==> src/common/kl_ebus_pkg.sv <==
`default_nettype none

package kl_ebus_pkg;

  // KL10 numbering, bit 0 is the most significant
  typedef logic [0:35] ebus_word_t;
  typedef logic [0:6] ebus_cs_t;
  typedef logic [0:6] ebus_ds_t;

  typedef struct packed {
    logic       driving;
    ebus_word_t data;
  } ebus_driver_t;

  typedef struct packed {ebus_cs_t cs; ebus_ds_t ds; logic diag_strobe; logic write; ebus_word_t wdata;} ebus_cycle_t;

  // Controller selects
  localparam ebus_cs_t CS_EDP = 7'o10;
  localparam ebus_cs_t CS_MBOX = 7'o20;

  // Diagnostic functions
  localparam ebus_ds_t DS_AR = 7'o00;
  localparam ebus_ds_t DS_MEM_ADR = 7'o01;
  localparam ebus_ds_t DS_MEM_DATA = 7'o02;
  localparam ebus_ds_t DS_MEM_GO = 7'o03;
  localparam ebus_ds_t DS_MEM_STATUS = 7'o04;

  // Status bits counted from the least significant end
  localparam int STATUS_BUSY_BIT = 0;
  localparam int STATUS_DONE_BIT = 1;
  localparam int STATUS_PAR_ERR_BIT = 2;

  // EDP datapath group
  localparam int EDP_SLICES = 6;
  localparam int EDP_FIELD_BITS = 6;

endpackage

`default_nettype wire

==> src/rtl/edp_slice.sv <==
`timescale 1ns/1ps
`default_nettype none

module edp_slice #(
  parameter int SLICE = 0
) (
  input  logic                       clk,
  input  logic                       reset,
  input  kl_ebus_pkg::ebus_cycle_t   cycle,
  input  kl_ebus_pkg::ebus_word_t    ebus_data,
  output kl_ebus_pkg::ebus_driver_t  driver
);

  logic [0:kl_ebus_pkg::EDP_FIELD_BITS-1] ar_field;
  logic                                   ar_sel;

  assign ar_sel = cycle.diag_strobe && (cycle.cs == kl_ebus_pkg::CS_EDP) &&
                  (cycle.ds == kl_ebus_pkg::DS_AR);

  always_ff @(posedge clk) begin
    if (reset) begin
      ar_field <= '0;
    end else if (ar_sel && cycle.write) begin
      ar_field <= ebus_data[SLICE*kl_ebus_pkg::EDP_FIELD_BITS +: kl_ebus_pkg::EDP_FIELD_BITS];
    end
  end

  // Read data goes out in the same bit positions it was loaded from
  always_comb begin
    driver.driving = ar_sel && !cycle.write;
    driver.data = '0;
    driver.data[SLICE*kl_ebus_pkg::EDP_FIELD_BITS +: kl_ebus_pkg::EDP_FIELD_BITS] = ar_field;
  end

endmodule

`default_nettype wire

==> config.mk <==
export PLATFORM = sky130hd
export DESIGN_NAME = edp_slice
export DESIGN_NICKNAME = d
export VERILOG_FILES = /design/src/common/kl_ebus_pkg.sv /design/src/rtl/edp_slice.sv
export SDC_FILE = /design/constraint.sdc
export NUM_CORES = 1
export LEC_CHECK = 0
export BUFFER_PORTS_ARGS = -buffer_cell sky130_fd_sc_hd__buf_4
export CAP_MARGIN = 20
export CELL_PAD_IN_SITES_DETAIL_PLACEMENT = 1
export CELL_PAD_IN_SITES_GLOBAL_PLACEMENT = 1
export CORE_MARGIN = 2
export CORE_UTILIZATION = 13
export CTS_CLUSTER_DIAMETER = 50
export DETAILED_ROUTE_END_ITERATION = 6
export GPL_TIMING_DRIVEN = 0
export PLACE_DENSITY_LB_ADDON = 0.3
export SYNTH_ARGS = -nofsm -noshare
export SYNTH_HDL_FRONTEND = slang
export SYNTH_SLANG_ARGS = --single-unit
==> constraint.sdc <==
create_clock -name clk -period 2.09 [get_ports clk]
set_input_delay 0.418 -clock clk [delete_from_list [all_inputs] [get_ports clk]]
set_output_delay 0.418 -clock clk [all_outputs]
set_load 0.02 [all_outputs]
==> metrics <==
synth-to-layout area growth=76.0%; highest clock rate=604 MHz; instance area at placement=978 um^2; largest net degree at the start of global routing=11; Vert. Die Dim=70.8 um; average wire length per cell after detail routing=8.57 um; Post-Layout Inst Area=0.00102 mm^2; area enclosed by the die boundary=0.00501 mm^2; global router's overall resource usage=0.0600; vias in the first global route=535; capturing point of the worst reg2reg path=ar_field[0]; max FFs per register=6; portion of total power attributed to sequential cells=0.264; P_sw=0.124 mW; post-CTS setup repair buffer count=0; number of distinct library cells after synthesis=10; die width=70.8 um; Rows=24; maximum level of the CTS H-tree=1; Sinks on Clock Net=6; required arrival time at the worst endpoint=1.67 ns; leakage power total=0.533 nW; Seq/Total Area, Yosys=0.207; Syn Area/Cell=8.65 um^2; number of synthesized register bits=6; violation count after the first detailed-routing iteration=7; clock network power share=0.407; Clock Path Buffers=2; kind of critical path=in -> out; IR drop worst, VDD=0.000132 V; max_cap viols=0; vias per cell=3.15; biggest fanout along the worst timing path=2; global-route wire length before repair=2350 um; number of inserted diodes=0; Clk Latency, worst-skew pair=0.22 ns; Final Wtd Congestion=0.718; share of the cycle needed by the critical path after routing=0.793; gr ovfl total=0; PwrDens=427 mW/mm^2; type of origin of the critical path=input port; buffers added on ports=30; Total Nets Final=221; worst hold path cell count=3; hold path startpoint=ebus_data[33]; depth of the worst register-to-register path=2; clock period minus final worst setup slack=1.66 ns; registers with the most flip-flops=ar_field (6); switching part of the total power=0.285; vias=570; internal power=0.312 mW; class of the tightest hold or removal check=in -> reg; remaining design rule violation count=0; Setup-failing EPs final=0; area of the core region=0.00432 mm^2; Arrival @ worst endpoint=1.24 ns; number of inserted filler cells in the final layout=541; wire length reported by the detailed router=1550 um; reg2reg start=ar_field[0]; final sum of negative setup slack=0 ns; proportion of power drawn by combinational gates=0.329; Cell Area, Synth=579 um^2; number of nets with antenna violations after routing=0; result of the run=complete, no violations; initial antenna violation count=0; worst clock skew on the final layout=0 ns; post-synthesis instance total=67; clock-pin slew reported for the worst setup and hold paths after clock tree synthesis=0.04 ns; CTS hold repair buffers=0; Worst R2R Setup Slack=1.52 ns; layout cells sized above 1=0.496; Slew Limit Fails=0; TritonCTS clock tree=built; Clock Root Buffer=sky130_fd_sc_hd__clkbuf_8; drt pass-1 iters=2; I/O Pins=127; number of buffers inserted during clock tree synthesis=3; Reg with most FFs=ar_field; effective utilization at floorplan=0.134; Resize count post-CTS=0; number of endpoints with negative hold slack in the final report=0; Hold EP=ar_field[2]; Worst Setup End Kind=output port; RSZ-0062 raised after global routing=no; Ys Warns=0
-- cells in the final DEF, fill, tap and decap left out, drive strengths merged --
master and count:
nor4 3, clkbuf 4, mux2i 6, buf 61, nor4b 5, conb 30, nand2b 12, dfxtp 6
and4 2
-- power by group through the flow --
stage / Sequential, mW / Clock, mW / Combinational [mW]
after floorplan: 0.117 / 0 / 0.101
after global placement: 0.117 / 0 / 0.139
after detailed placement: 0.117 / 0 / 0.141
after CTS: 0.115 / 0.188 / 0.141
after global routing: 0.115 / 0.193 / 0.153
final: 0.115 / 0.177 / 0.143
-- final cells by class --
type | count | area, um^2 | area share
plain buffers | 32 | 240 | 0.236
flip-flops and latches | 6 | 120 | 0.118
repair buffers | 30 | 225 | 0.221
well taps | 52 | 65.1 | 0.0638
clock buffers | 3 | 41.3 | 0.0405
multi-input cells | 58 | 328 | 0.321
-- worst max-delay path, cell delays in order --
cell	delay, ns
sky130_fd_sc_hd__buf_4	0.11
sky130_fd_sc_hd__nor4b_1	0.32
sky130_fd_sc_hd__and4_1	0.25
sky130_fd_sc_hd__buf_4	0.14
-- Yosys cell counts (all sizes together) --
cell	instances	share of area
nand2b	12	0.13
nor4	3	0.032
clkbuf	1	0.0065
nor4b	5	0.076
buf	31	0.41
mux2i	6	0.10
conb	1	0.0065
and4	2	0.030
dfxtp	6	0.21
-- routing by layer --
layer	vias up	track usage	routed length (um)	part of all wire
li1	290	-	-	-
met1	253	0.0637	595	0.38
met2	27	0.109	815	0.53
met3	0	0.0313	140	0.090
met4	0	0.00629	0	0
met5	-	0	0	0
-- worst max path at each step --
stage,startpoint,endpoint,slack (ns)
floorplan,cycle[38],driver[36],0.69
global placement,cycle[38],driver[36],0.47
detailed placement,cycle[38],driver[36],0.43
CTS,cycle[38],driver[36],0.43
global route,cycle[38],driver[36],0.32
finish,cycle[38],driver[36],0.43
-- kinds of logic after synthesis --
group	count (synthesis)	share of synthesized area
and+or+nand+nor	22	0.268
other	1	0.00647
DFF	6	0.207
buffers and inverters	32	0.415
muxes	6	0.104
-- per-stage QoR --
stage	power, mW	worst slack (ns)	utilization	cells	hold WS (ns)
3_5_place_dp	0.258	0.433	0.226	178	0.470
3_3_place_gp	0.256	0.473	0.226	178	0.459
4_1_cts	0.444	0.433	0.236	181	0.463
6_report	0.436	0.433	0.236	181	0.466
5_1_grt	0.461	0.325	0.236	181	0.479
2_1_floorplan	0.218	0.687	-	96	0.546
No activity file was read; power rests on OpenSTA's default activity.
