===== src/common/kl_ebus_pkg.sv =====
`default_nettype none

package kl_ebus_pkg;

  // KL10 numbering, bit 0 is the most significant
  typedef logic [0:35] ebus_word_t;
  typedef logic [0:6] ebus_cs_t;
  typedef logic [0:6] ebus_ds_t;

  typedef struct packed {
    logic       driving;
    ebus_word_t data;
  } ebus_driver_t;

  typedef struct packed {ebus_cs_t cs; ebus_ds_t ds; logic diag_strobe; logic write; ebus_word_t wdata;} ebus_cycle_t;

  // Controller selects
  localparam ebus_cs_t CS_EDP = 7'o10;
  localparam ebus_cs_t CS_MBOX = 7'o20;

  // Diagnostic functions
  localparam ebus_ds_t DS_AR = 7'o00;
  localparam ebus_ds_t DS_MEM_ADR = 7'o01;
  localparam ebus_ds_t DS_MEM_DATA = 7'o02;
  localparam ebus_ds_t DS_MEM_GO = 7'o03;
  localparam ebus_ds_t DS_MEM_STATUS = 7'o04;

  // Status bits counted from the least significant end
  localparam int STATUS_BUSY_BIT = 0;
  localparam int STATUS_DONE_BIT = 1;
  localparam int STATUS_PAR_ERR_BIT = 2;

  // EDP datapath group
  localparam int EDP_SLICES = 6;
  localparam int EDP_FIELD_BITS = 6;

endpackage

`default_nettype wire


===== src/common/kl_mbus_pkg.sv =====
`default_nettype none

package kl_mbus_pkg;

  // Physical address PMA 14 to 35
  typedef logic [14:35] mbus_adr_t;

  localparam int MEM_WORDS = 1024;
  localparam int MEM_ADR_BITS = $clog2(MEM_WORDS);
  localparam int MEM_READ_DELAY = 3;

  typedef logic [MEM_ADR_BITS-1:0] mem_idx_t;
  typedef logic [$clog2(MEM_READ_DELAY+1)-1:0] mem_delay_t;

  typedef struct packed {
    logic                   start_a;
    logic                   wr_rq;
    logic                   rd_rq;
    mbus_adr_t              adr;
    kl_ebus_pkg::ebus_word_t d_out;
    logic                   par_out;
  } mbus_req_t;

  typedef struct packed {
    logic                   ackn_a;
    logic                   data_valid_a;
    kl_ebus_pkg::ebus_word_t d_in;
    logic                   par_in;
  } mbus_rsp_t;

endpackage

`default_nettype wire


===== src/mbox/mbox_port.sv =====
`timescale 1ns/1ps
`default_nettype none

module mbox_port (
  input  logic                       clk,
  input  logic                       reset,
  input  kl_ebus_pkg::ebus_cycle_t   cycle,
  input  kl_ebus_pkg::ebus_word_t    ebus_data,
  output kl_ebus_pkg::ebus_driver_t  driver,
  output kl_mbus_pkg::mbus_req_t     mbus_req,
  input  kl_mbus_pkg::mbus_rsp_t     mbus_rsp
);

  typedef enum logic [1:0] {st_idle, st_wait_ack, st_wait_data, st_finish} mbox_state_t;

  mbox_state_t             state;
  kl_mbus_pkg::mbus_adr_t  adr_q;
  kl_ebus_pkg::ebus_word_t data_q;
  logic                    write_op;
  logic                    done;
  logic                    par_err;
  logic                    busy;
  logic                    sel;
  logic                    go;

  assign sel = cycle.diag_strobe && (cycle.cs == kl_ebus_pkg::CS_MBOX);
  assign busy = (state == st_wait_ack) || (state == st_wait_data);
  assign go = sel && cycle.write && (cycle.ds == kl_ebus_pkg::DS_MEM_GO);

  always_ff @(posedge clk) begin
    if (reset) begin
      state <= st_idle;
      adr_q <= '0;
      data_q <= '0;
      write_op <= 1'b0;
      done <= 1'b0;
      par_err <= 1'b0;
    end else begin
      if (sel && cycle.write && cycle.ds == kl_ebus_pkg::DS_MEM_ADR) begin
        adr_q <= ebus_data[14:35];
      end
      if (sel && cycle.write && cycle.ds == kl_ebus_pkg::DS_MEM_DATA) begin
        data_q <= ebus_data;
      end
      case (state)
        st_wait_ack: begin
          if (mbus_rsp.ackn_a) begin
            if (write_op) begin
              done <= 1'b1;
              state <= st_finish;
            end else begin
              state <= st_wait_data;
            end
          end
        end
        st_wait_data: begin
          if (mbus_rsp.data_valid_a) begin
            data_q <= mbus_rsp.d_in;
            // Odd parity over the word and the parity bit
            par_err <= ~^{mbus_rsp.d_in, mbus_rsp.par_in};
            done <= 1'b1;
            state <= st_finish;
          end
        end
        default: begin
          // Bit 35 of the go word selects a write
          if (go) begin
            write_op <= ebus_data[35];
            done <= 1'b0;
            par_err <= 1'b0;
            state <= st_wait_ack;
          end else begin
            state <= st_idle;
          end
        end
      endcase
    end
  end

  always_comb begin
    mbus_req.start_a = (state == st_wait_ack);
    mbus_req.wr_rq = mbus_req.start_a && write_op;
    mbus_req.rd_rq = mbus_req.start_a && !write_op;
    mbus_req.adr = adr_q;
    mbus_req.d_out = data_q;
    mbus_req.par_out = ~^data_q;
  end

  always_comb begin
    driver.driving = 1'b0;
    driver.data = '0;
    if (sel && !cycle.write) begin
      case (cycle.ds)
        kl_ebus_pkg::DS_MEM_ADR: begin
          driver.driving = 1'b1;
          driver.data[14:35] = adr_q;
        end
        kl_ebus_pkg::DS_MEM_DATA: begin
          driver.driving = 1'b1;
          driver.data = data_q;
        end
        kl_ebus_pkg::DS_MEM_STATUS: begin
          driver.driving = 1'b1;
          driver.data[35 - kl_ebus_pkg::STATUS_BUSY_BIT] = busy;
          driver.data[35 - kl_ebus_pkg::STATUS_DONE_BIT] = done;
          driver.data[35 - kl_ebus_pkg::STATUS_PAR_ERR_BIT] = par_err;
        end
        default: driver.driving = 1'b0;
      endcase
    end
  end

  // A memory cycle starts only from a go that found the port free
  a_start_after_go: assert property (@(posedge clk) disable iff (reset)
    $rose(mbus_req.start_a) |-> $past(go && !busy));

endmodule

`default_nettype wire


===== config.mk =====
export PLATFORM = sky130hd
export DESIGN_NAME = mbox_port
export DESIGN_NICKNAME = d
export VERILOG_FILES = /design/src/common/kl_ebus_pkg.sv /design/src/common/kl_mbus_pkg.sv /design/src/mbox/mbox_port.sv
export SDC_FILE = /design/constraint.sdc
export NUM_CORES = 1
export LEC_CHECK = 0
export BUFFER_PORTS_ARGS = -buffer_cell sky130_fd_sc_hd__clkbuf_2
export CAP_MARGIN = 25
export CELL_PAD_IN_SITES_DETAIL_PLACEMENT = 1
export CELL_PAD_IN_SITES_GLOBAL_PLACEMENT = 1
export CORE_ASPECT_RATIO = 2
export CORE_MARGIN = 3
export CORE_UTILIZATION = 27
export CTS_CLUSTER_SIZE = 14
export DETAILED_ROUTE_END_ITERATION = 10
export PLACE_DENSITY = 0.88
export SLEW_MARGIN = 25
export SYNTH_ARGS = -nofsm -noshare
export SYNTH_HDL_FRONTEND = slang
export SYNTH_SLANG_ARGS = --single-unit
export TNS_END_PERCENT = 20

===== constraint.sdc =====
create_clock -name clk -period 1.99 [get_ports clk]
set_input_delay 0.199 -clock clk [delete_from_list [all_inputs] [get_ports clk]]
set_output_delay 0.199 -clock clk [all_outputs]
set_load 0.05 [all_outputs]

==> impl_metrics.tcl <==
set metrics [dict create \
    start_util 0.2771 \
    clk_path_buf_depth 2 \
    netlist_instances 483 \
    clk-insertion-delay-late_ps 320 \
    p_leak_uw 0.002573 \
    synth_area_leaders "dfxtp_1 (33%), xnor2_1 (14%), nand2_1 (12%)" \
    p_total_uw 8259 \
    fin_crit_sh 1.148 \
    final_common_cell "clkbuf_2" \
    fin_ws_ps -294.0 \
    synth_ff_type "dfxtp_1" \
    hpwl_um 12770 \
    die_h_um 175.3 \
    io_buffers 191 \
    die_area_um2 15890 \
    maxCapViolations 0 \
    dpl_worst_slack_ps -337.3 \
    finClkSkew_ps 8.764 \
    totalWireLength_um 16800 \
    outcome "finished with violations" \
    synth_edf_count 0 \
    crit_chain "buf_6, or4_4, or3b_4, nand2b_4, nor2_4, buf_12, buf_12, and2_4, buf_12" \
    overflow 0 \
    die_x_um 90.66 \
    grt_pass1_vias 4865 \
    ys_warn_count 0 \
    crit_family "simple AND/OR/NAND/NOR gates" \
    ant_nets 0 \
    grt_start_max_net_pins 42 \
    drive_above_1_share 0.5275 \
    synthArstFlopShare 0 \
    synth_xor_area_frac 0.1620 \
    rsz0062_at_grt "yes" \
    antenna_found_initial 2 \
    whs_ps 110.3 \
    placed_cell_area_um2 5891 \
    root_buffer "clkbuf_16" \
    peakVddDrop_mv 1.260 \
    final_area_um2 6651 \
    slew_headroom 0.6178 \
    htreeDepth 3 \
    synth.distinct_cells 32 \
    worstMarginPinSlew_ps 573.3 \
    yosys.area.top_type "dfxtp_1" \
    netlist.area_leader.share 0.3259 \
    fmax_mhz 437.8 \
    critical_path_buf_inv_count 4 \
    post_synth_mux_area_share 0 \
    critPathMaxFanout 11 \
    final_cell_mix "clkbuf_2 (151), nand2_1 (121), xnor2_1 (54)" \
    worstSetupEndpointType "output port" \
    setup-violations-final 74 \
    synth-simple-area-share 0.2376 \
    ios 228 \
    synth_top_family_by_area "simple AND/OR/NAND/NOR gates" \
    rows 61 \
    synth_nets 614 \
    critPathMaxStageDelay_ps 520 \
    drcViolationCount 0 \
    post_synth.cell_area_avg_um2 8.012 \
    critPathRequiredTime_ps 1790 \
    cts.sink_count 63 \
    antenna_cells 0 \
    place_congestion 0.8208 \
    synth_compound_area_frac 0.2228 \
    track_usage 0.2091 \
    core-area_um2 13970 \
    synth_fa_ha_area_frac 0.006466 \
    syn_area_um2 3870 \
    violations "setup timing" \
    crit_slowest_cell "or4_4" \
    wl_per_cell_um 18.70 \
    nets 835 \
    finalHoldViolations 0 \
    cts_buffers 9 \
    ys_seq_elements 63 \
    worstSetupPathType "in2out" \
    first_pass_iters 5 \
    slew_violations 0 \
    ys_seq_area_frac 0.3259 \
    worstPathArrival_ps 2090 \
    areaGrowthSynthToFinish_pct 71.87 \
    vias 4410 \
    holdBufCountCts 0 \
    min_path_type "in2reg" \
    power.density_nw_per_um2 1242 \
    finalWorstPathRequiredPeriod_ps 2284 \
    cts_tree "done" \
    routed_via_density 4.911 \
    worst_path_most_repeated_cell "buf_12" \
    clk_pin_slew_ps 60 \
    worst_setup_path_start_kind "input pin" \
    grt_pass1_wl_um 26190 \
    drtIter0Drc 84 \
    finish.utilization 0.4762 \
]
==> per-stage QoR <==
step	TNS, ps	std cells
after floorplan	-6467	483
after global placement	-19240	880
after detailed placement	-24240	880
after CTS	-7769	895
after global routing	-14640	898
final	-10140	898
==> area by class of cell <==
| class | count | area (um^2) |
|---|---|---|
| clock buffers | 11 | 242.7 |
| clock inverters | 5 | 81.33 |
| fillers | 1644 | 7316 |
| inverters | 8 | 30.03 |
| multi-input cells | 380 | 2820 |
| flip-flops and latches | 63 | 1281 |
| well taps | 189 | 236.5 |
| repair buffers | 242 | 1959 |
==> routing by layer <==
metal | share of wire | routed length (um) | global-route usage
met5 | 0.0016 | 27 | 0
met4 | 0.028 | 469 | 0.08568
met3 | 0.041 | 691 | 0.03558
met2 | 0.59 | 9845 | 0.4180
met1 | 0.34 | 5762 | 0.2063
==> kinds of logic after synthesis <==
family	count (synthesis)
simple gates	217
buf+inv	40
flops	63
fa+ha+maj	2
xor+xnor	70
compound gates	91
==> Yosys cell counts, drive strengths merged (2+ instances only) <==
library cell and count:
nand2 122, clkbuf 27, inv 8, dfxtp 63, a22oi 19, nor2 66, a222oi 3, xor2 9
ha 2, nor4b 3, o22ai 2, xnor2 60, buf 5, and2 16, or3 2, nor4 2
a21oi 24, a311oi 37, nand3 2
==> registers in the layout (all words and copies together), names as in the netlist <==
| signal | cells |
|---|---|
| data_q | 36 |
| adr_q | 22 |
| state | 2 |
| done | 1 |
| par_err | 1 |
| write_op | 1 |
==> worst paths after layout <==
kind / cells past startpoint / startpoint / slack (ps) / end
setup reg to reg: 6 / state[1] / 300 / done
hold reg to reg: 2 / adr_q[4] / 470 / adr_q[4]
hold / removal: 3 / ebus_data[11] / 110 / adr_q[11]
setup / recovery: 9 / cycle[41] / -290 / driver[32]
==> what timing repair did <==
action / CTS / global route
cloned: 0 / 0
resized for setup: 69 / 27
setup buffers: 0 / 3
pin swaps: 15 / 7
endpoints found under the setup margin: 38 / 61
==> where the power goes <==
group          total, uW  switching (uW)  internal [uW]
registers           1690             191           1490
logic               4860            2860           2000
clock network       1710             582           1130
==> worst register-to-register path, delay by kind of cell (launching register included) <==
family                   cells  cell delay, ps
adder cells (fa/ha/maj)      1             250
buffers and inverters        2             190
AO/OA/AOI/OAI                2             710
AND/OR/NAND/NOR              1             120
flip-flops                   1             320
No activity file was read; power rests on OpenSTA's default activity.
