`config.mk`:
```
export PLATFORM = sky130hd
export DESIGN_NAME = ebus_mux
export DESIGN_NICKNAME = d
export VERILOG_FILES = /design/src/common/kl_ebus_pkg.sv /design/src/rtl/ebus_mux.sv
export SDC_FILE = /design/constraint.sdc
export NUM_CORES = 1
export LEC_CHECK = 0
export ABC_AREA = 0
export BUFFER_PORTS_ARGS = -buffer_cell sky130_fd_sc_hd__buf_2
export CAP_MARGIN = 20
export CORE_AREA = 2 2 131 133
export DETAILED_ROUTE_END_ITERATION = 8
export DIE_AREA = 0 0 133 135
export PLACE_DENSITY = 0.35
export SLEW_MARGIN = 20
export SYNTH_ARGS = -nofsm -noshare
export SYNTH_HDL_FRONTEND = slang
export SYNTH_SLANG_ARGS = --single-unit
```
`constraint.sdc`:
```
create_clock -name vclk -period 1.2
set_clock_uncertainty 0.15 [all_clocks]
set_input_delay 0.12 -clock vclk [all_inputs]
set_output_delay 0.12 -clock vclk [all_outputs]
set_load 0.02 [all_outputs]
```
`src/common/kl_ebus_pkg.sv`:
```
`default_nettype none

package kl_ebus_pkg;

  // KL10 numbering, bit 0 is the most significant
  typedef logic [0:35] ebus_word_t;
  typedef logic [0:6] ebus_cs_t;
  typedef logic [0:6] ebus_ds_t;

  typedef struct packed {
    logic       driving;
    ebus_word_t data;
  } ebus_driver_t;

  typedef struct packed {ebus_cs_t cs; ebus_ds_t ds; logic diag_strobe; logic write; ebus_word_t wdata;} ebus_cycle_t;

  // Controller selects
  localparam ebus_cs_t CS_EDP = 7'o10;
  localparam ebus_cs_t CS_MBOX = 7'o20;

  // Diagnostic functions
  localparam ebus_ds_t DS_AR = 7'o00;
  localparam ebus_ds_t DS_MEM_ADR = 7'o01;
  localparam ebus_ds_t DS_MEM_DATA = 7'o02;
  localparam ebus_ds_t DS_MEM_GO = 7'o03;
  localparam ebus_ds_t DS_MEM_STATUS = 7'o04;

  // Status bits counted from the least significant end
  localparam int STATUS_BUSY_BIT = 0;
  localparam int STATUS_DONE_BIT = 1;
  localparam int STATUS_PAR_ERR_BIT = 2;

  // EDP datapath group
  localparam int EDP_SLICES = 6;
  localparam int EDP_FIELD_BITS = 6;

endpackage

`default_nettype wire

```
`src/rtl/ebus_mux.sv`:
```
`timescale 1ns/1ps
`default_nettype none

module ebus_mux (
  input  kl_ebus_pkg::ebus_driver_t fe,
  input  kl_ebus_pkg::ebus_driver_t edp [kl_ebus_pkg::EDP_SLICES],
  input  kl_ebus_pkg::ebus_driver_t mbox,
  output kl_ebus_pkg::ebus_word_t   data
);

  logic                    edp_any;
  kl_ebus_pkg::ebus_word_t edp_data;

  // Each slice owns only its own field of the group word
  always_comb begin
    edp_any = 1'b0;
    for (int i = 0; i < kl_ebus_pkg::EDP_SLICES; i++) begin
      edp_any = edp_any | edp[i].driving;
      edp_data[i*kl_ebus_pkg::EDP_FIELD_BITS +: kl_ebus_pkg::EDP_FIELD_BITS] =
        edp[i].data[i*kl_ebus_pkg::EDP_FIELD_BITS +: kl_ebus_pkg::EDP_FIELD_BITS];
    end
  end

  always_comb begin
    if (fe.driving) begin
      data = fe.data;
    end else if (edp_any) begin
      data = edp_data;
    end else if (mbox.driving) begin
      data = mbox.data;
    end else begin
      data = '0;
    end
  end

  // Front end drives only on writes, MBOX only on reads
  always_comb begin
    a_fe_mbox_excl: assert (!(fe.driving && mbox.driving));
  end

endmodule

`default_nettype wire

```
==> summary.txt, run 1 <==
STA
  • Setup repair after global routing missed its margin: true
  • Sum Neg Setup Slack: -13.56 ns
  • FMAX: between 0.6 and 0.7 GHz
  • Final count of negative-setup-slack endpoints: 36
  • Final Hold Violating Endpoints: 0
  • Share of the clock period used by the worst path: 133.4%
  • Headroom to the max-slew limit: 84.08%
  • Max-slew violation count: 0
  • Least-Margin Pin Slew: approximately 0.24 ns
  • Min Clock Period, post-route: 1.600 ns
  • Fin worst setup slack: -0.4004 ns

Floorplan
  • Number of cell rows: 47
  • Die Ht: around 140 um
  • Starting density of the core: 5.758%
  • Number of ports placed on the die boundary: around 330
  • Die extent in x: 133 um
  • Die Area: between 0.015 and 0.02 mm2
  • Area of the core: around 0.016 mm2

Pwr
  • Cell Pwr Density: between 300 and 400 mW/mm2
  • Part of the total power dissipated in the clock network: 0%
  • Peak supply drop: around 0.09 mV
  • Combinational share of power: 100.0%
  • Switching fraction of total power: a little over half
  • Part of the power in registers: 0%
  • Leakage power of the design: ~0.0012 uW
  • P_int: a little under 400 uW
  • Power dissipated by switching net loads: 432.6 uW

Drt
  • Detail-routed via count per cell: ~3.6
  • DR DRC count: 0
  • DRT iter0 DRCs: 15
  • Number of iterations in the first detailed-routing pass: 4
  • Detailed-route wire length per cell: 14.35 um
  • Post-detailed-routing wire length: a little under 8000 um
  • Antenna Violating Nets Remaining: 0
  • Vias after detailed routing: roughly 1900

Critical path
  • Capturing element type of the critical path: output port
  • WP data arrival: around 1.3 ns
  • Kind of start point of the critical path: primary input
  • Setup Crit Path Kind: in -> out
  • Worst Path Max Fanout: 15
  • Required time of the worst setup path: around 0.93 ns

GRT
  • Vias in the first global route: roughly 2100
  • GR Util All Layers: 8.000%
  • Largest net degree at the start of global routing: 37
  • Residual overflow from global routing: 0
  • Initial antenna violation count: 1
  • Global-route wire length before repair: between 10000 and 15000 um

Cells and area
  • Number of sequential cells: 0
  • Synthesis-to-layout area growth: 157.2%
  • Clock buffer instance count of the final layout: 0
  • Register Area: 0 um2
  • Core Util, Final: around 15%
  • Nets: just over 600
  • Fill count: approximately 1900
  • Total inserted antenna cells: 0
  • Filler-free cell count of the finished design: about 540
  • Layout cell share with drive strength beyond 1: about two thirds

Synthesis
  • Net count after synthesis: about 470
  • Number of warnings printed during yosys synthesis: 0
  • Fraction of the yosys area taken by sequential cells: 0%
  • Mapped cell area: 944.7 um2
  • Largest cells by area after synthesis: sky130_fd_sc_hd__o311ai_1, sky130_fd_sc_hd__nand4_1, sky130_fd_sc_hd__inv_1
  • Leading area contributor after synthesis: sky130_fd_sc_hd__o311ai_1
  • Gate Count Post-Synth: 170
  • Synth unique cells: 12
  • Share of the synthesized area in the top cell type: 27.81%
  • Avg Cell Area, Syn: ~5.6 um2

Outcome
  • Violated checks: setup timing
  • Outcome: finished, violations left

Place
  • DP Wirelength: roughly 6600 um
  • Routability cong.: ~0.8
  • Buffers added on ports: about 150
  • Placed instance count: around 530

Job
  • Max-cap viol count: 0

CTS
  • Post-CTS Hold Buffers: 0

Hold path
  • Hold Path Class: in -> out
[critical path, stage by stage]
cell                       delay (ns)
sky130_fd_sc_hd__buf_6           0.10
sky130_fd_sc_hd__nor4_4          0.25
sky130_fd_sc_hd__buf_4           0.18
sky130_fd_sc_hd__and2_4          0.22
sky130_fd_sc_hd__buf_12          0.18
sky130_fd_sc_hd__o311ai_2        0.10
sky130_fd_sc_hd__buf_2           0.18
[layer usage]
metal	vias up	share of wire (%)	wire [um]	global-route usage, %
li1	930	-	-	-
met1	900	47	3617	11.09
met2	103	45	3467	13.64
met3	2	7.2	555	1.314
met4	0	0.66	51	0.4779
met5	-	0	0	0
[Yosys cell counts]
library cell                n
sky130_fd_sc_hd__buf_4      3
sky130_fd_sc_hd__nor4_4     1
sky130_fd_sc_hd__nor2_1     1
sky130_fd_sc_hd__clkbuf_1  17
sky130_fd_sc_hd__nor2b_1    1
sky130_fd_sc_hd__buf_2      2
sky130_fd_sc_hd__nand2_1   36
sky130_fd_sc_hd__o311ai_1  30
sky130_fd_sc_hd__inv_1     36
sky130_fd_sc_hd__and2_1     1
sky130_fd_sc_hd__nand4_1   36
sky130_fd_sc_hd__o311ai_0   6
[layout by cell type, fill, tap and decap left out, drive strengths merged]
cell    Yosys  layout
buf         5     168
inv        36      36
nand4      36      36
nand2      36      36
o311ai     36      36
nor2        1       1
nor4        1       1
and2        1       1
nor2b       1       1
[power groups by stage]
stage	combinational, uW	sequential [uW]	clock (uW)
final	822	0	0
after global routing	887	0	0
after CTS	830	0	0
after detailed placement	811	0	0
after global placement	806	0	0
after floorplan	410	0	0
[what timing repair did]
item                       CTS  global route
resized for setup            7             4
setup buffers                1             0
setup endpoints to repair   36            36
pin swaps                    1             1
gates cloned                 1             0
[kinds of logic after synthesis]
logic type | count (synthesis) | share of synthesized area [%]
buf+inv | 58 | 24.50
compound gates | 36 | 33.38
simple gates | 76 | 42.12
[path summary, 6_finish.rpt]
path,from,to,slack (ns),cells past startpoint
setup / recovery,edp[147],data[21],-0.40,7
hold / removal,fe[18],data[18],0.44,4
[through the flow]
step	total power (uW)	instance area [um2]	hold WS (ns)	worst slack [ns]
after floorplan	409.6	1229	0.2515	-0.2546
after global placement	805.9	2364	0.4360	-0.4961
after detailed placement	811.5	2364	0.4474	-0.5162
after CTS	829.5	2420	0.4490	-0.4085
after global routing	887.4	2430	0.4596	-0.4834
final	822.0	2430	0.4376	-0.4004
[cell type report]
cell class | count | area, um2 | share of cell area [%]
tap | 220 | 275.3 | 11.33
timing repair buffer | 168 | 1033 | 42.53
multi-input combinational | 112 | 985.9 | 40.58
inverter | 36 | 135.1 | 5.561
No activity file was read; power rests on OpenSTA's default activity.
==> run 2, diff against run 1 <==
==> constraint.sdc (replaced) <==
create_clock -name vclk -period 1.2
set_clock_uncertainty 0.15 [all_clocks]
set_input_delay 0.24 -clock vclk [all_inputs]
set_output_delay 0.24 -clock vclk [all_outputs]
set_load 0.02 [all_outputs]
==> summary.txt, run 2 (same netlist as run 1, synthesis figures left out) <==
GRT
  • Initial antenna violation count: 1
  • Grt met2 use: between 10 and 15%
  • GR Util All Layers: ~8%
  • Global-route wire length before repair: around 12000 um
  • Largest net degree at the start of global routing: 37
  • Most crowded layer after global routing: met2
  • Vias in the first global route: 2085
  • Met3 global-route usage: under 10%
  • Met1 track demand over resource: a little over a tenth
  • Residual overflow from global routing: 0

Place
  • Setup slack after placement: -0.7679 ns
  • Routability cong.: 0.7860
  • Buffers added on ports: approximately 150
  • Post-DP Area: between 0.002 and 0.0025 mm2
  • DP Wirelength: between 6000 and 7000 um

STA
  • Least-Margin Pin Slew: 0.2682 ns
  • Worst hold slack across all endpoints: about 0.67 ns
  • Sum Neg Setup Slack: -23.05 ns
  • Fin worst setup slack: -0.6610 ns
  • Min Clock Period, post-route: around 1.9 ns
  • Setup repair after global routing missed its margin: true
  • Share of the clock period used by the worst path: 155.1%
  • Final count of negative-setup-slack endpoints: 36
  • FMAX: 0.5373 GHz
  • Headroom to the max-slew limit: 82.12%
  • Final Hold Violating Endpoints: 0
  • Max-slew violation count: 0

Cells and area
  • Total inserted antenna cells: 0
  • Area occupied by multi-input gates: 0.001116 mm2
  • Highest-count cells in the layout ignoring fill and taps: sky130_fd_sc_hd__buf_2, sky130_fd_sc_hd__inv_1, sky130_fd_sc_hd__nand4_1, sky130_fd_sc_hd__nand2_1, sky130_fd_sc_hd__o311ai_2
  • Clock buffer instance count of the final layout: 0
  • Fill count: around 1900
  • Layout cell share with drive strength beyond 1: approximately two thirds
  • Register Area: 0 um2
  • Number of sequential cells: 0
  • Synthesis-to-layout area growth: 181.5%
  • Nets: about 620
  • Commonest non-fill, non-tap cell in the layout: sky130_fd_sc_hd__buf_2
  • Layout Cell Area excl Fill: between 0.002 and 0.003 mm2

Critical path
  • Largest stage delay on the critical path: 0.25 ns
  • WP data arrival: about 1.5 ns
  • Setup Crit Path Kind: in -> out
  • Worst Path Max Fanout: 8
  • Required time of the worst setup path: 0.81 ns
  • Kind of start point of the critical path: primary input
  • CP max-delay cell: sky130_fd_sc_hd__nor4_4
  • Most common cell type on the critical path: sky130_fd_sc_hd__buf_4
  • Capturing element type of the critical path: output port
  • Ordered cell list for the critical path: buf_6, nor4_4, buf_4, and2_4, buf_12, o311ai_2, buf_4

Pwr
  • Post-layout power: about 920 uW
  • Peak supply drop: between 0.1 and 0.15 mV
  • Cell Pwr Density: 347.4 mW/mm2
  • Leakage power of the design: about 0.0012 uW

CTS
  • Post-CTS Hold Buffers: 0

Floorplan
  • Die Ht: 135 um
  • Number of cell rows: 47
  • Die extent in x: around 130 um
  • Starting density of the core: ~5.8%
  • Number of ports placed on the die boundary: roughly 330
  • Die Area: 0.01796 mm2
  • Area of the core: approximately 0.016 mm2

Drt
  • Antenna Violating Nets Remaining: 0
  • Vias after detailed routing: between 1500 and 2000
  • DRT iter0 DRCs: 15
  • Detailed-route wire length per cell: 14.84 um
  • Post-detailed-routing wire length: 7970 um
  • DR DRC count: 0
  • Detail-routed via count per cell: around 3.6
  • Number of iterations in the first detailed-routing pass: 3

Hold path
  • Hold Path Class: in -> out

Outcome
  • Violated checks: setup timing
  • Outcome: finished, violations left

Job
  • Max-cap viol count: 0
==> run 2: cell types whose count changed in the layout (fill, tap and decap cells not counted) <==
cell,before,now
sky130_fd_sc_hd__o311ai_2,34,21
sky130_fd_sc_hd__buf_2,142,132
sky130_fd_sc_hd__o311ai_4,0,13
sky130_fd_sc_hd__buf_4,15,12
sky130_fd_sc_hd__buf_6,2,15
sky130_fd_sc_hd__clkbuf_16,0,1
==> run 2: final timing paths <==
path / from / cells past startpoint / end
min: fe[25] / 4 / data[25]
max: edp[147] / 7 / data[25]
==> run 2: report_power, final <==
| part | internal [uW] | switching, uW | total, uW |
|---|---|---|---|
| sequential | 0 | 0 | 0 |
| clock | 0 | 0 | 0 |
| combinational | 457 | 467 | 924 |
==> run 2: per-stage QoR <==
stage                     std cells  util [%]
after global placement          534     14.41
after CTS                       536     14.69
after detailed placement        534     14.41
final                           537     16.21
after floorplan                 170         -
after global routing            537     16.21
==> run 2: layout make-up <==
| class | instances | area share, % |
|---|---|---|
| Timing Repair Buffer | 169 | 42.59 |
| Inverter | 36 | 5.082 |
| Multi-Input combinational cell | 112 | 41.98 |
| Tap cell | 220 | 10.35 |
==> run 2: per-layer routing <==
metal  vias up  routed length, um  share of wire (%)
li1        935                  -                  -
met1       901               3690                 46
met2       101               3683                 46
met3         2                574                7.2
met4         2                  2              0.025
met5         -                 19               0.24
==> run 2: repair_timing <==
item | in CTS | in global routing
resized for setup | 6 | 41
buffers inserted | 1 | 0
endpoints found under the setup margin | 36 | 36
pin swaps | 1 | 1
gates cloned | 1 | 1
==> run 2: critical path: cells and delay by family <==
kind	cells	cell delay (ns)
buf+inv	4	0.65
simple gates	2	0.49
compound gates	1	0.09
