`src/common/kl_ebus_pkg.sv`:
```
`default_nettype none

package kl_ebus_pkg;

  // KL10 numbering, bit 0 is the most significant
  typedef logic [0:35] ebus_word_t;
  typedef logic [0:6] ebus_cs_t;
  typedef logic [0:6] ebus_ds_t;

  typedef struct packed {
    logic       driving;
    ebus_word_t data;
  } ebus_driver_t;

  typedef struct packed {ebus_cs_t cs; ebus_ds_t ds; logic diag_strobe; logic write; ebus_word_t wdata;} ebus_cycle_t;

  // Controller selects
  localparam ebus_cs_t CS_EDP = 7'o10;
  localparam ebus_cs_t CS_MBOX = 7'o20;

  // Diagnostic functions
  localparam ebus_ds_t DS_AR = 7'o00;
  localparam ebus_ds_t DS_MEM_ADR = 7'o01;
  localparam ebus_ds_t DS_MEM_DATA = 7'o02;
  localparam ebus_ds_t DS_MEM_GO = 7'o03;
  localparam ebus_ds_t DS_MEM_STATUS = 7'o04;

  // Status bits counted from the least significant end
  localparam int STATUS_BUSY_BIT = 0;
  localparam int STATUS_DONE_BIT = 1;
  localparam int STATUS_PAR_ERR_BIT = 2;

  // EDP datapath group
  localparam int EDP_SLICES = 6;
  localparam int EDP_FIELD_BITS = 6;

endpackage

`default_nettype wire

```
`src/rtl/ebus_front_end.sv`:
```
`timescale 1ns/1ps
`default_nettype none

module ebus_front_end (
  input  logic                       clk,
  input  logic                       reset,
  input  logic [15:0]                awaddr,
  input  logic                       awvalid,
  output logic                       awready,
  input  logic [63:0]                wdata,
  input  logic [7:0]                 wstrb,
  input  logic                       wvalid,
  output logic                       wready,
  output logic [1:0]                 bresp,
  output logic                       bvalid,
  input  logic                       bready,
  input  logic [15:0]                araddr,
  input  logic                       arvalid,
  output logic                       arready,
  output logic [63:0]                rdata,
  output logic [1:0]                 rresp,
  output logic                       rvalid,
  input  logic                       rready,
  input  kl_ebus_pkg::ebus_word_t    ebus_data,
  output kl_ebus_pkg::ebus_cycle_t   cycle,
  output kl_ebus_pkg::ebus_driver_t  fe_driver
);

  typedef enum logic [1:0] {st_idle, st_strobe, st_respond} fe_state_t;

  fe_state_t               state;
  logic                    write_q;
  kl_ebus_pkg::ebus_cs_t   cs_q;
  kl_ebus_pkg::ebus_ds_t   ds_q;
  kl_ebus_pkg::ebus_word_t wdata_q;
  kl_ebus_pkg::ebus_word_t rdata_q;
  logic [63:0]             wdata_m;

  // Unstrobed bytes write as zero
  always_comb begin
    for (int b = 0; b < 8; b++) begin
      wdata_m[b*8 +: 8] = wstrb[b] ? wdata[b*8 +: 8] : 8'h00;
    end
  end

  always_ff @(posedge clk) begin
    if (reset) begin
      state <= st_idle;
      awready <= 1'b0;
      wready <= 1'b0;
      arready <= 1'b0;
      bvalid <= 1'b0;
      rvalid <= 1'b0;
      write_q <= 1'b0;
      cs_q <= '0;
      ds_q <= '0;
      wdata_q <= '0;
      rdata_q <= '0;
    end else begin
      awready <= 1'b0;
      wready <= 1'b0;
      arready <= 1'b0;
      case (state)
        st_idle: begin
          if (awready || arready) begin
            // Handshake completes this cycle, strobe follows
            state <= st_strobe;
          end else if (awvalid && wvalid) begin
            awready <= 1'b1;
            wready <= 1'b1;
            write_q <= 1'b1;
            cs_q <= awaddr[15:9];
            ds_q <= awaddr[8:2];
            wdata_q <= wdata_m[35:0];
          end else if (arvalid) begin
            arready <= 1'b1;
            write_q <= 1'b0;
            cs_q <= araddr[15:9];
            ds_q <= araddr[8:2];
          end
        end
        st_strobe: begin
          if (write_q) begin
            bvalid <= 1'b1;
          end else begin
            rvalid <= 1'b1;
            rdata_q <= ebus_data;
          end
          state <= st_respond;
        end
        default: begin
          if (bvalid && bready) begin
            bvalid <= 1'b0;
            state <= st_idle;
          end
          if (rvalid && rready) begin
            rvalid <= 1'b0;
            state <= st_idle;
          end
        end
      endcase
    end
  end

  always_comb begin
    cycle.cs = cs_q;
    cycle.ds = ds_q;
    cycle.diag_strobe = (state == st_strobe);
    cycle.write = write_q;
    cycle.wdata = wdata_q;
    fe_driver.driving = cycle.diag_strobe && write_q;
    fe_driver.data = cycle.wdata;
  end

  assign bresp = 2'b00;
  assign rresp = 2'b00;
  assign rdata = {28'd0, rdata_q};

  a_one_response: assert property (@(posedge clk) disable iff (reset) !(bvalid && rvalid));

endmodule

`default_nettype wire

```
`config.mk`:
```
export PLATFORM = sky130hd
export DESIGN_NAME = ebus_front_end
export DESIGN_NICKNAME = d
export VERILOG_FILES = /design/src/common/kl_ebus_pkg.sv /design/src/rtl/ebus_front_end.sv
export SDC_FILE = /design/constraint.sdc
export NUM_CORES = 1
export LEC_CHECK = 0
export ABC_AREA = 1
export BUFFER_PORTS_ARGS = -buffer_cell sky130_fd_sc_hd__buf_2
export CAP_MARGIN = 30
export CORE_MARGIN = 8
export CORE_UTILIZATION = 41
export DETAILED_ROUTE_END_ITERATION = 16
export PLACE_DENSITY = 0.8
export SYNTH_ARGS = -nofsm -noshare
export SYNTH_HDL_FRONTEND = slang
export SYNTH_SLANG_ARGS = --single-unit
```
`constraint.sdc`:
```
create_clock -name clk -period 1.4 [get_ports clk]
set_input_delay 0.28 -clock clk [delete_from_list [all_inputs] [get_ports clk]]
set_output_delay 0.28 -clock clk [all_outputs]
set_load 0.1 [all_outputs]
```
==> results.md, run 1 <==
Die:
- In this run the horizontal extent of the chip is ~120 um.
- The number of cell rows is 37.
- In this run the vertical extent of the chip is 119 um.
- The die area is ~0.014 sq mm.
- The I/O pin count is between 300 and 400.
- The starting density of the core is 0.423.
- The floorplan core area is approximately 0.010 sq mm.

Worst setup path:
- The kind of cell with the highest combined delay along the critical path is flip-flops.
- The signal on the critical path passes through nor2_4 -> nand2_2 -> clkinvlp_4 -> buf_12.
- For the worst flop-to-flop path, the logic depth is 7.
- The largest single stage delay on the critical path is 0.38 ns.
- The critical path contains buffers and inverters numbering 2 combined.
- STA classifies the critical path startpoint as a flip-flop.
- The slack of the worst reg-to-reg path is 0.07 ns.
- The endpoint of the most critical register-to-register path is rdata_q[21]$_SDFFE_PP0P_.
- The maximum fanout encountered on the critical timing path is 5.
- In this run the critical register-to-register path is launched from state[1]$_SDFFE_PP0P_.
- Data arrives at the worst endpoint at 1.22 ns.
- The type of element capturing the critical path is a primary output.
- The required time of the worst setup path is around 1.1 ns.
- The worst setup path is of the reg -> out kind.
- The slowest stage of the critical path belongs to the cell sky130_fd_sc_hd__dfxtp_4.

Drt:
- The DRC violation total after the first TritonRoute iteration is about 260.
- The total detailed-routing wirelength is between 10 and 15 mm.
- The average detailed-routed wire length per instance is 13.8 um.
- In the routed design, unresolved DRC markers number 0.
- The detail route stage leaves a number of antenna-violating nets equal to 0.
- The first-pass iteration count of the detailed router is 4.
- The via density per instance is 4.51.
- The total via count after detailed routing is 4391.

Yosys:
- The cell count after synthesis came out at around 630.
- In this run, distinct cell masters in the synthesized netlist total 22.
- Ranked by total cell area, the synthesized netlist is headed by sky130_fd_sc_hd__dfxtp_1 42%, sky130_fd_sc_hd__nand2_1 16%, sky130_fd_sc_hd__buf_4 13%.
- Summing every instance area after synthesis gives between 0.004 and 0.005 sq mm.
- The share of the Yosys chip area taken by registers is 0.425.
- The biggest area contributor in the post-synthesis netlist is sky130_fd_sc_hd__dfxtp_1.
- The count of synthesis-stage warnings from yosys is 0.
- The share of synthesized area in the top cell type comes to 0.425.
- Each instance of the synthesized netlist takes up on average 6.92 sq um.
- The post-synthesis sequential element count is a little over 90.

Job:
- The max-cap check violation count is 0.

GRT:
- The initial antenna violation count is 1.
- The via count of the first global-routing pass is roughly 4300.
- The total congestion overflow is 0.
- The first global-routing pass estimated about 21 mm of wire.
- The pin count of the biggest net entering global routing is between 40 and 50.
- The total global routing track utilization is 0.179.

Power:
- The internal cell power is between 5 and 6 mW.
- The power dissipated by switching net loads is between 8 and 9 mW.
- The leakage dissipation is between 3 and 4 nW.
- The sequential fraction of design power is 0.254.
- The net switching share of the total power is 0.584.
- Of the total power, combinational logic draws 0.619.
- VDD sags by at most approximately 2.0 mV.
- Of the total power, the clock network draws 0.128.
- Dividing total power by cell area gives a power density of around 2300 mW/mm^2.

Clock network:
- The total CTS buffers is 9.
- No sink is reached through more buffers than the 2 on the longest clock path.
- The CTS tree is done.
- Clock latency on the worst-skew pair, taken at its later pin, is about 0.34 ns.
- The hold buffer count at cts is 0.
- The count of H-tree levels built during CTS is 3.
- The clock tree root buffer cell is sky130_fd_sc_hd__clkbuf_8.
- After clock tree synthesis, the clock-pin slew on the worst setup and hold paths is roughly 0.10 ns.
- The clock net in this run drives a total of 93 sinks.

Timing:
- Timing would allow up to 668 MHz.
- Of the available clock period, the critical path in the final layout requires 1.07.
- The setup slack after layout is -0.0967 ns.
- Setup violations remaining at the end of the flow were counted as 2.
- Setup repair after global routing could not meet its margin everywhere.
- The post-route worst hold slack is approximately 0.17 ns.
- The post-route minimum period is 1.50 ns.
- Between clock sinks in the finished design, the worst skew comes to about 0.014 ns.
- The total count of hold-check failures in the final report was 0.
- The count of pins over their slew limit is 0.

Final layout:
- The post-synthesis to final-layout area growth is 41.1%.
- The multi-input gate area in the final layout is about 0.0017 sq mm.
- Leaving out fill and tap cells, the most frequent cell in the layout is sky130_fd_sc_hd__nand2_1.
- Registers take 0.00192 sq mm.
- The top cell types in the final layout, fill and taps aside, are 187 x sky130_fd_sc_hd__nand2_1, 126 x sky130_fd_sc_hd__buf_4, 111 x sky130_fd_sc_hd__buf_2.
- For this run, the post-layout net count is roughly 980.
- Fill cells in the final layout number roughly 1000.
- In the final layout, the share of cells above drive strength 1 is 0.399.

Placed design:
- The placer congestion estimate is 0.774.
- The count of buffers added on input and output ports is around 240.
- The pre-CTS worst setup slack is between 0.08 and 0.09 ns.
- Detailed placement finished with a half-perimeter wire length of around 10 mm.

Worst hold path:
- The path with the worst hold slack has its endpoint at wdata_q[8]$_SDFFE_PP0P_.
- The number of stages on the worst hold path is 3.
- The path class of the lowest-slack min-delay path is in -> reg.
- The startpoint identified for the worst hold timing path is wdata[8].

Status:
- The flow ran to the end, but the final reports show violations.
- The checks that failed: setup timing.
[power by group through the flow]
stage          clock (mW)  sequential, mW  combinational, mW
6_report             1.81            3.60               8.79
5_1_grt              1.99            3.67               9.17
4_1_cts              1.88            3.60               8.76
3_5_place_dp            0            3.62               8.34
3_3_place_gp            0            3.60               8.30
2_1_floorplan           0            7.35               3.38
[kinds of logic (layout without fill, tap and decap cells)]
group	Yosys count	in the layout	synth area share
other cells	1	33	0.000856
buf+inv	161	334	0.209
simple gates	312	312	0.290
compound gates	66	66	0.0759
flops	93	93	0.425
[registers in the layout, summed over array words and instances (netlist names)]
signal	count
state	2
wdata_q	36
cs_q	7
ds_q	7
rvalid	1
rdata_q	36
arready	1
write_q	1
bvalid	1
wready	1
[per-layer routing]
layer	GRT usage	routed length, um
met1	0.207	5540
met2	0.312	6810
met3	0.0543	954
met4	0.0492	187
met5	0	0
[worst register-to-register path: stages (launching register included)]
cell	delay (ns)
sky130_fd_sc_hd__dfxtp_4	0.38
sky130_fd_sc_hd__nor2_4	0.16
sky130_fd_sc_hd__buf_12	0.13
sky130_fd_sc_hd__buf_8	0.16
sky130_fd_sc_hd__nand2_2	0.08
sky130_fd_sc_hd__buf_12	0.17
sky130_fd_sc_hd__nand2_1	0.09
sky130_fd_sc_hd__a21oi_1	0.07
[repair_timing]
| action | CTS | global route |
|---|---|---|
| buffers inserted | 4 | 2 |
| endpoints found under the setup margin | 116 | 27 |
| pin swaps | 1 | 2 |
| resized for setup | 118 | 10 |
[synthesized netlist by cell type (all sizes together)]
library cell and count:
nor4 1, clkinv 2, nand3 53, a21oi 40
a21o 1, dfxtp 93, nor2 65, nand2 193
o21ai 25, inv 54, clkbuf 14, buf 91
conb 1
[area by class of cell]
class,count,share of cell area
Antenna cell,1,0.000405
Clock buffer,11,0.0263
Clock inverter,5,0.00607
Inverter,56,0.0346
Multi-Input combinational cell,410,0.281
Sequential cell,93,0.311
Tap cell,136,0.0275
Timing Repair Buffer,262,0.313
[metrics by stage]
stage | instances | setup TNS (ns) | area, sq um | power (mW) | utilization
3_5_place_dp | 951 | 0 | 5620 | 12.0 | 0.542
4_1_cts | 971 | -0.186 | 6140 | 14.2 | 0.592
5_1_grt | 974 | -0.273 | 6180 | 14.8 | 0.596
2_1_floorplan | 664 | 0 | 4570 | 10.7 | -
6_report | 974 | -0.147 | 6180 | 14.2 | 0.596
3_3_place_gp | 951 | 0 | 5620 | 11.9 | 0.542
[worst max-delay path by stage]
stage                          start  slack (ns)                  endpoint  depth (start not counted)
6_report       state[1]$_SDFFE_PP0P_        -0.1             fe_driver[36]                          4
5_1_grt        state[1]$_SDFFE_PP0P_       -0.15             fe_driver[36]                          4
4_1_cts        state[0]$_SDFFE_PP0P_       -0.12             fe_driver[36]                          5
3_5_place_dp       wready$_SDFF_PP0_        0.09   wdata_q[2]$_SDFFE_PP0P_                          5
3_3_place_gp       wready$_SDFF_PP0_        0.15   wdata_q[1]$_SDFFE_PP0P_                          5
2_1_floorplan  state[0]$_SDFFE_PP0P_        0.01  rdata_q[27]$_SDFFE_PP0P_                          5
Power figures use the tool's default switching activity.
==> run 2, diff against run 1 <==
- PLACE_DENSITY: 0.8 -> 0.79
==> run 2 against run 1 <==
  * Maximum frequency is 1.7% lower
  * Via count rose by 1.4%
  * Clock-buffer cell count unchanged
  * The run still ends with setup timing left
  * Core utilization grew 2.0 points
  * Clock skew shrank 0.0019 ns
  * First-iteration DRC count increased by 6.5%
==> results.md, run 2 (synthesis results as in run 1) <==
Die:
- The height of the die is 119 um (unchanged).
- The die area is 0.0143 sq mm (unchanged).
- The starting density of the core came to 0.423 (unchanged).
- The x dimension of the die is 119 um (unchanged).
- The floorplan core area is 0.0104 sq mm (unchanged).
- The I/O pin count came to 309 (unchanged).
- The number of cell rows was 37 (unchanged).

Final layout:
- Top library cells by usage in the layout, fill and taps aside: 186 x sky130_fd_sc_hd__nand2_1, 136 x sky130_fd_sc_hd__buf_4, 111 x sky130_fd_sc_hd__buf_2 (was 187 x sky130_fd_sc_hd__nand2_1, 126 x sky130_fd_sc_hd__buf_4, 111 x sky130_fd_sc_hd__buf_2).
- The final layout net count is 989 (was 979).
- The post-synthesis to final-layout area growth is 45.7% (was 41.1%).
- The most common cell after layout, fill and taps aside is sky130_fd_sc_hd__nand2_1 (unchanged).
- The filler cell count in the final layout is 912 (was 982).
- The number of antenna diodes is 0 (was 1).
- The share of layout cells above drive strength 1 is 0.410 (was 0.399).
- Largest registers: rdata_q x36, wdata_q x36 (unchanged).

Placed design:
- The pre-CTS worst setup slack was 0.0738 ns (was 0.0895 ns).
- The count of input and output buffers is 241 (unchanged).
- The placer congestion estimate is 0.778 (was 0.774).
- The placed wire-length estimate came to 10.2 mm (was 9.91 mm).

Drt:
- The DRC violation total after the first TritonRoute iteration is 278 (was 261).
- The via density per instance was 4.53 (was 4.51).
- The total via count after detailed routing came to 4454 (was 4391).
- The number of nets with antenna violations after detailed routing is 0 (unchanged).
- The average detailed-routed wire length per instance is 14.4 um (was 13.8 um).
- The total detailed-routing wirelength is 14.2 mm (was 13.5 mm).
- The first-pass iteration count of the detailed router is 4 (unchanged).
- The number of design rule violations left after detail routing is 0 (unchanged).

Timing:
- The count of pins over their slew limit was 0 (unchanged).
- The setup slack after layout is -0.123 ns (was -0.0967 ns).
- The setup total negative slack is -0.175 ns (was -0.147 ns).
- The maximum clock frequency is 657 MHz (was 668 MHz).
- The final count of negative-setup-slack endpoints is 2 (unchanged).
- RSZ-0062 raised after global routing: true (unchanged).
- The portion of the clock cycle consumed by the worst path in the final layout is 1.09 (was 1.07).
- The total count of hold-check failures in the final report is 0 (unchanged).
- The post-route minimum period was 1.52 ns (was 1.50 ns).
- The maximum clock skew at final layout is 0.0125 ns (was 0.0145 ns).

GRT:
- The wire length of the first global-routing pass is 21.7 mm (was 21.3 mm).
- The total global routing track utilization was 0.184 (was 0.179).
- The pin count of the biggest net entering global routing is 38 (was 42).
- The total congestion overflow is 0 (unchanged).
- The initial antenna violation count was 0 (was 1).
- The via count of the first global-routing pass is 4376 (was 4275).

Clock network:
- The total clock sinks is 93 (unchanged).
- The count of H-tree levels built during CTS came to 3 (unchanged).
- The total CTS buffers is 9 (unchanged).
- The CTS tree is done (unchanged).
- The maximum root-to-sink buffer count is 2 (unchanged).
- The source-to-sink clock delay at the later pin of the worst-skew pair is 0.35 ns (was 0.34 ns).
- The post-CTS clock slew at the launch and capture registers of the worst setup and hold paths was 0.09 ns (was 0.10 ns).
- The clock tree root buffer cell is sky130_fd_sc_hd__clkbuf_8 (unchanged).
- The hold buffer count at cts came to 0 (unchanged).

Power:
- The total power consumption of the routed design is 14.7 mW (was 14.2 mW).
- The leakage dissipation was 3.34 nW (was 3.25 nW).
- The power density over cell area is 2300 mW/mm^2 (about the same).
- The worst voltage drop across the vdd grid is 1.52 mV (was 1.98 mV).

Worst setup path:
- The type of the setup path with the least slack is reg -> out (unchanged).
- The arrival time of the worst setup path is 1.24 ns (was 1.22 ns).
- The maximum fanout encountered on the critical timing path is 4 (was 5).
- The type of element capturing the critical path is a primary output (unchanged).
- The nature of the critical path startpoint is a flip-flop (unchanged).
- The required time of the worst setup path is 1.12 ns (about the same).

Worst hold path:
- The path class of the lowest-slack min-delay path was in -> reg (unchanged).

Job:
- The max-cap check violation count was 0 (unchanged).

Status:
- Outcome: finished with violations (unchanged).
- Violations in the final reports: setup timing (unchanged).
==> run 2: cell count changes in the layout (fill, tap and decap cells not counted), moves of 2 or more <==
cell                        previous run  this run
sky130_fd_sc_hd__clkbuf_16             1         4
sky130_fd_sc_hd__o21ai_1              10        14
sky130_fd_sc_hd__clkbuf_4              4         0
sky130_fd_sc_hd__nand2_8               0         2
sky130_fd_sc_hd__buf_4               126       136
sky130_fd_sc_hd__nor2_1               62        60
sky130_fd_sc_hd__o21ai_0              15        11
==> run 2: per-stage QoR <==
stage	area, sq um	util	instances	hold slack (ns)
after floorplan	4570	-	664	0.411
after global placement	5640	0.544	953	0.445
after detailed placement	5640	0.544	953	0.451
after CTS	6220	0.599	975	0.134
after global routing	6390	0.616	983	0.141
final	6390	0.616	983	0.163
==> run 2: cell type report <==
class | count | area [sq um] | area share
multi-input cells | 410 | 1780 | 0.278
clock inverters | 5 | 40.0 | 0.00627
flip-flops and latches | 93 | 1920 | 0.301
repair buffers | 272 | 2110 | 0.330
well taps | 136 | 170 | 0.0266
clock buffers | 11 | 151 | 0.0237
inverters | 56 | 219 | 0.0343
==> run 2: path summary, 6_finish.rpt <==
check                                 from                        to  slack [ns]  cells after the start
setup / recovery     state[1]$_SDFFE_PP0P_             fe_driver[36]       -0.12                      4
hold / removal                     arvalid        arready$_SDFF_PP0_        0.16                      3
setup reg to reg     state[1]$_SDFFE_PP0P_      cs_q[2]$_SDFFE_PP0P_        0.07                      9
hold reg to reg   rdata_q[10]$_SDFFE_PP0P_  rdata_q[10]$_SDFFE_PP0P_        0.47                      2
==> run 2: worst max-delay path, cell delays in order (launching register included) <==
cell and delay, ns:
sky130_fd_sc_hd__dfxtp_4 0.36, sky130_fd_sc_hd__nor2_4 0.17, sky130_fd_sc_hd__nand2_2 0.11, sky130_fd_sc_hd__clkinvlp_4 0.09, sky130_fd_sc_hd__buf_12 0.16
==> run 2: report_power, final <==
group	switching, mW	total, mW	leakage, nW	internal, mW
Clock	0.982	1.74	0.0969	0.762
Sequential	0.382	3.62	0.779	3.24
Combinational	7.10	9.32	2.46	2.22
==> run 2: what timing repair did <==
action	CTS	global route
pin swaps	1	4
gates resized for setup	125	13
cloned	1	5
endpoints found under the setup margin	118	40
buffers inserted	5	3
==> run 2: metal layers <==
metal / vias to the layer above / wire length, um / GRT usage
li1: 2265 / - / -
met1: 1991 / 5760 / 0.206
met2: 185 / 7150 / 0.329
met3: 13 / 1130 / 0.0624
met4: 0 / 146 / 0.0453
met5: - / 0 / 0
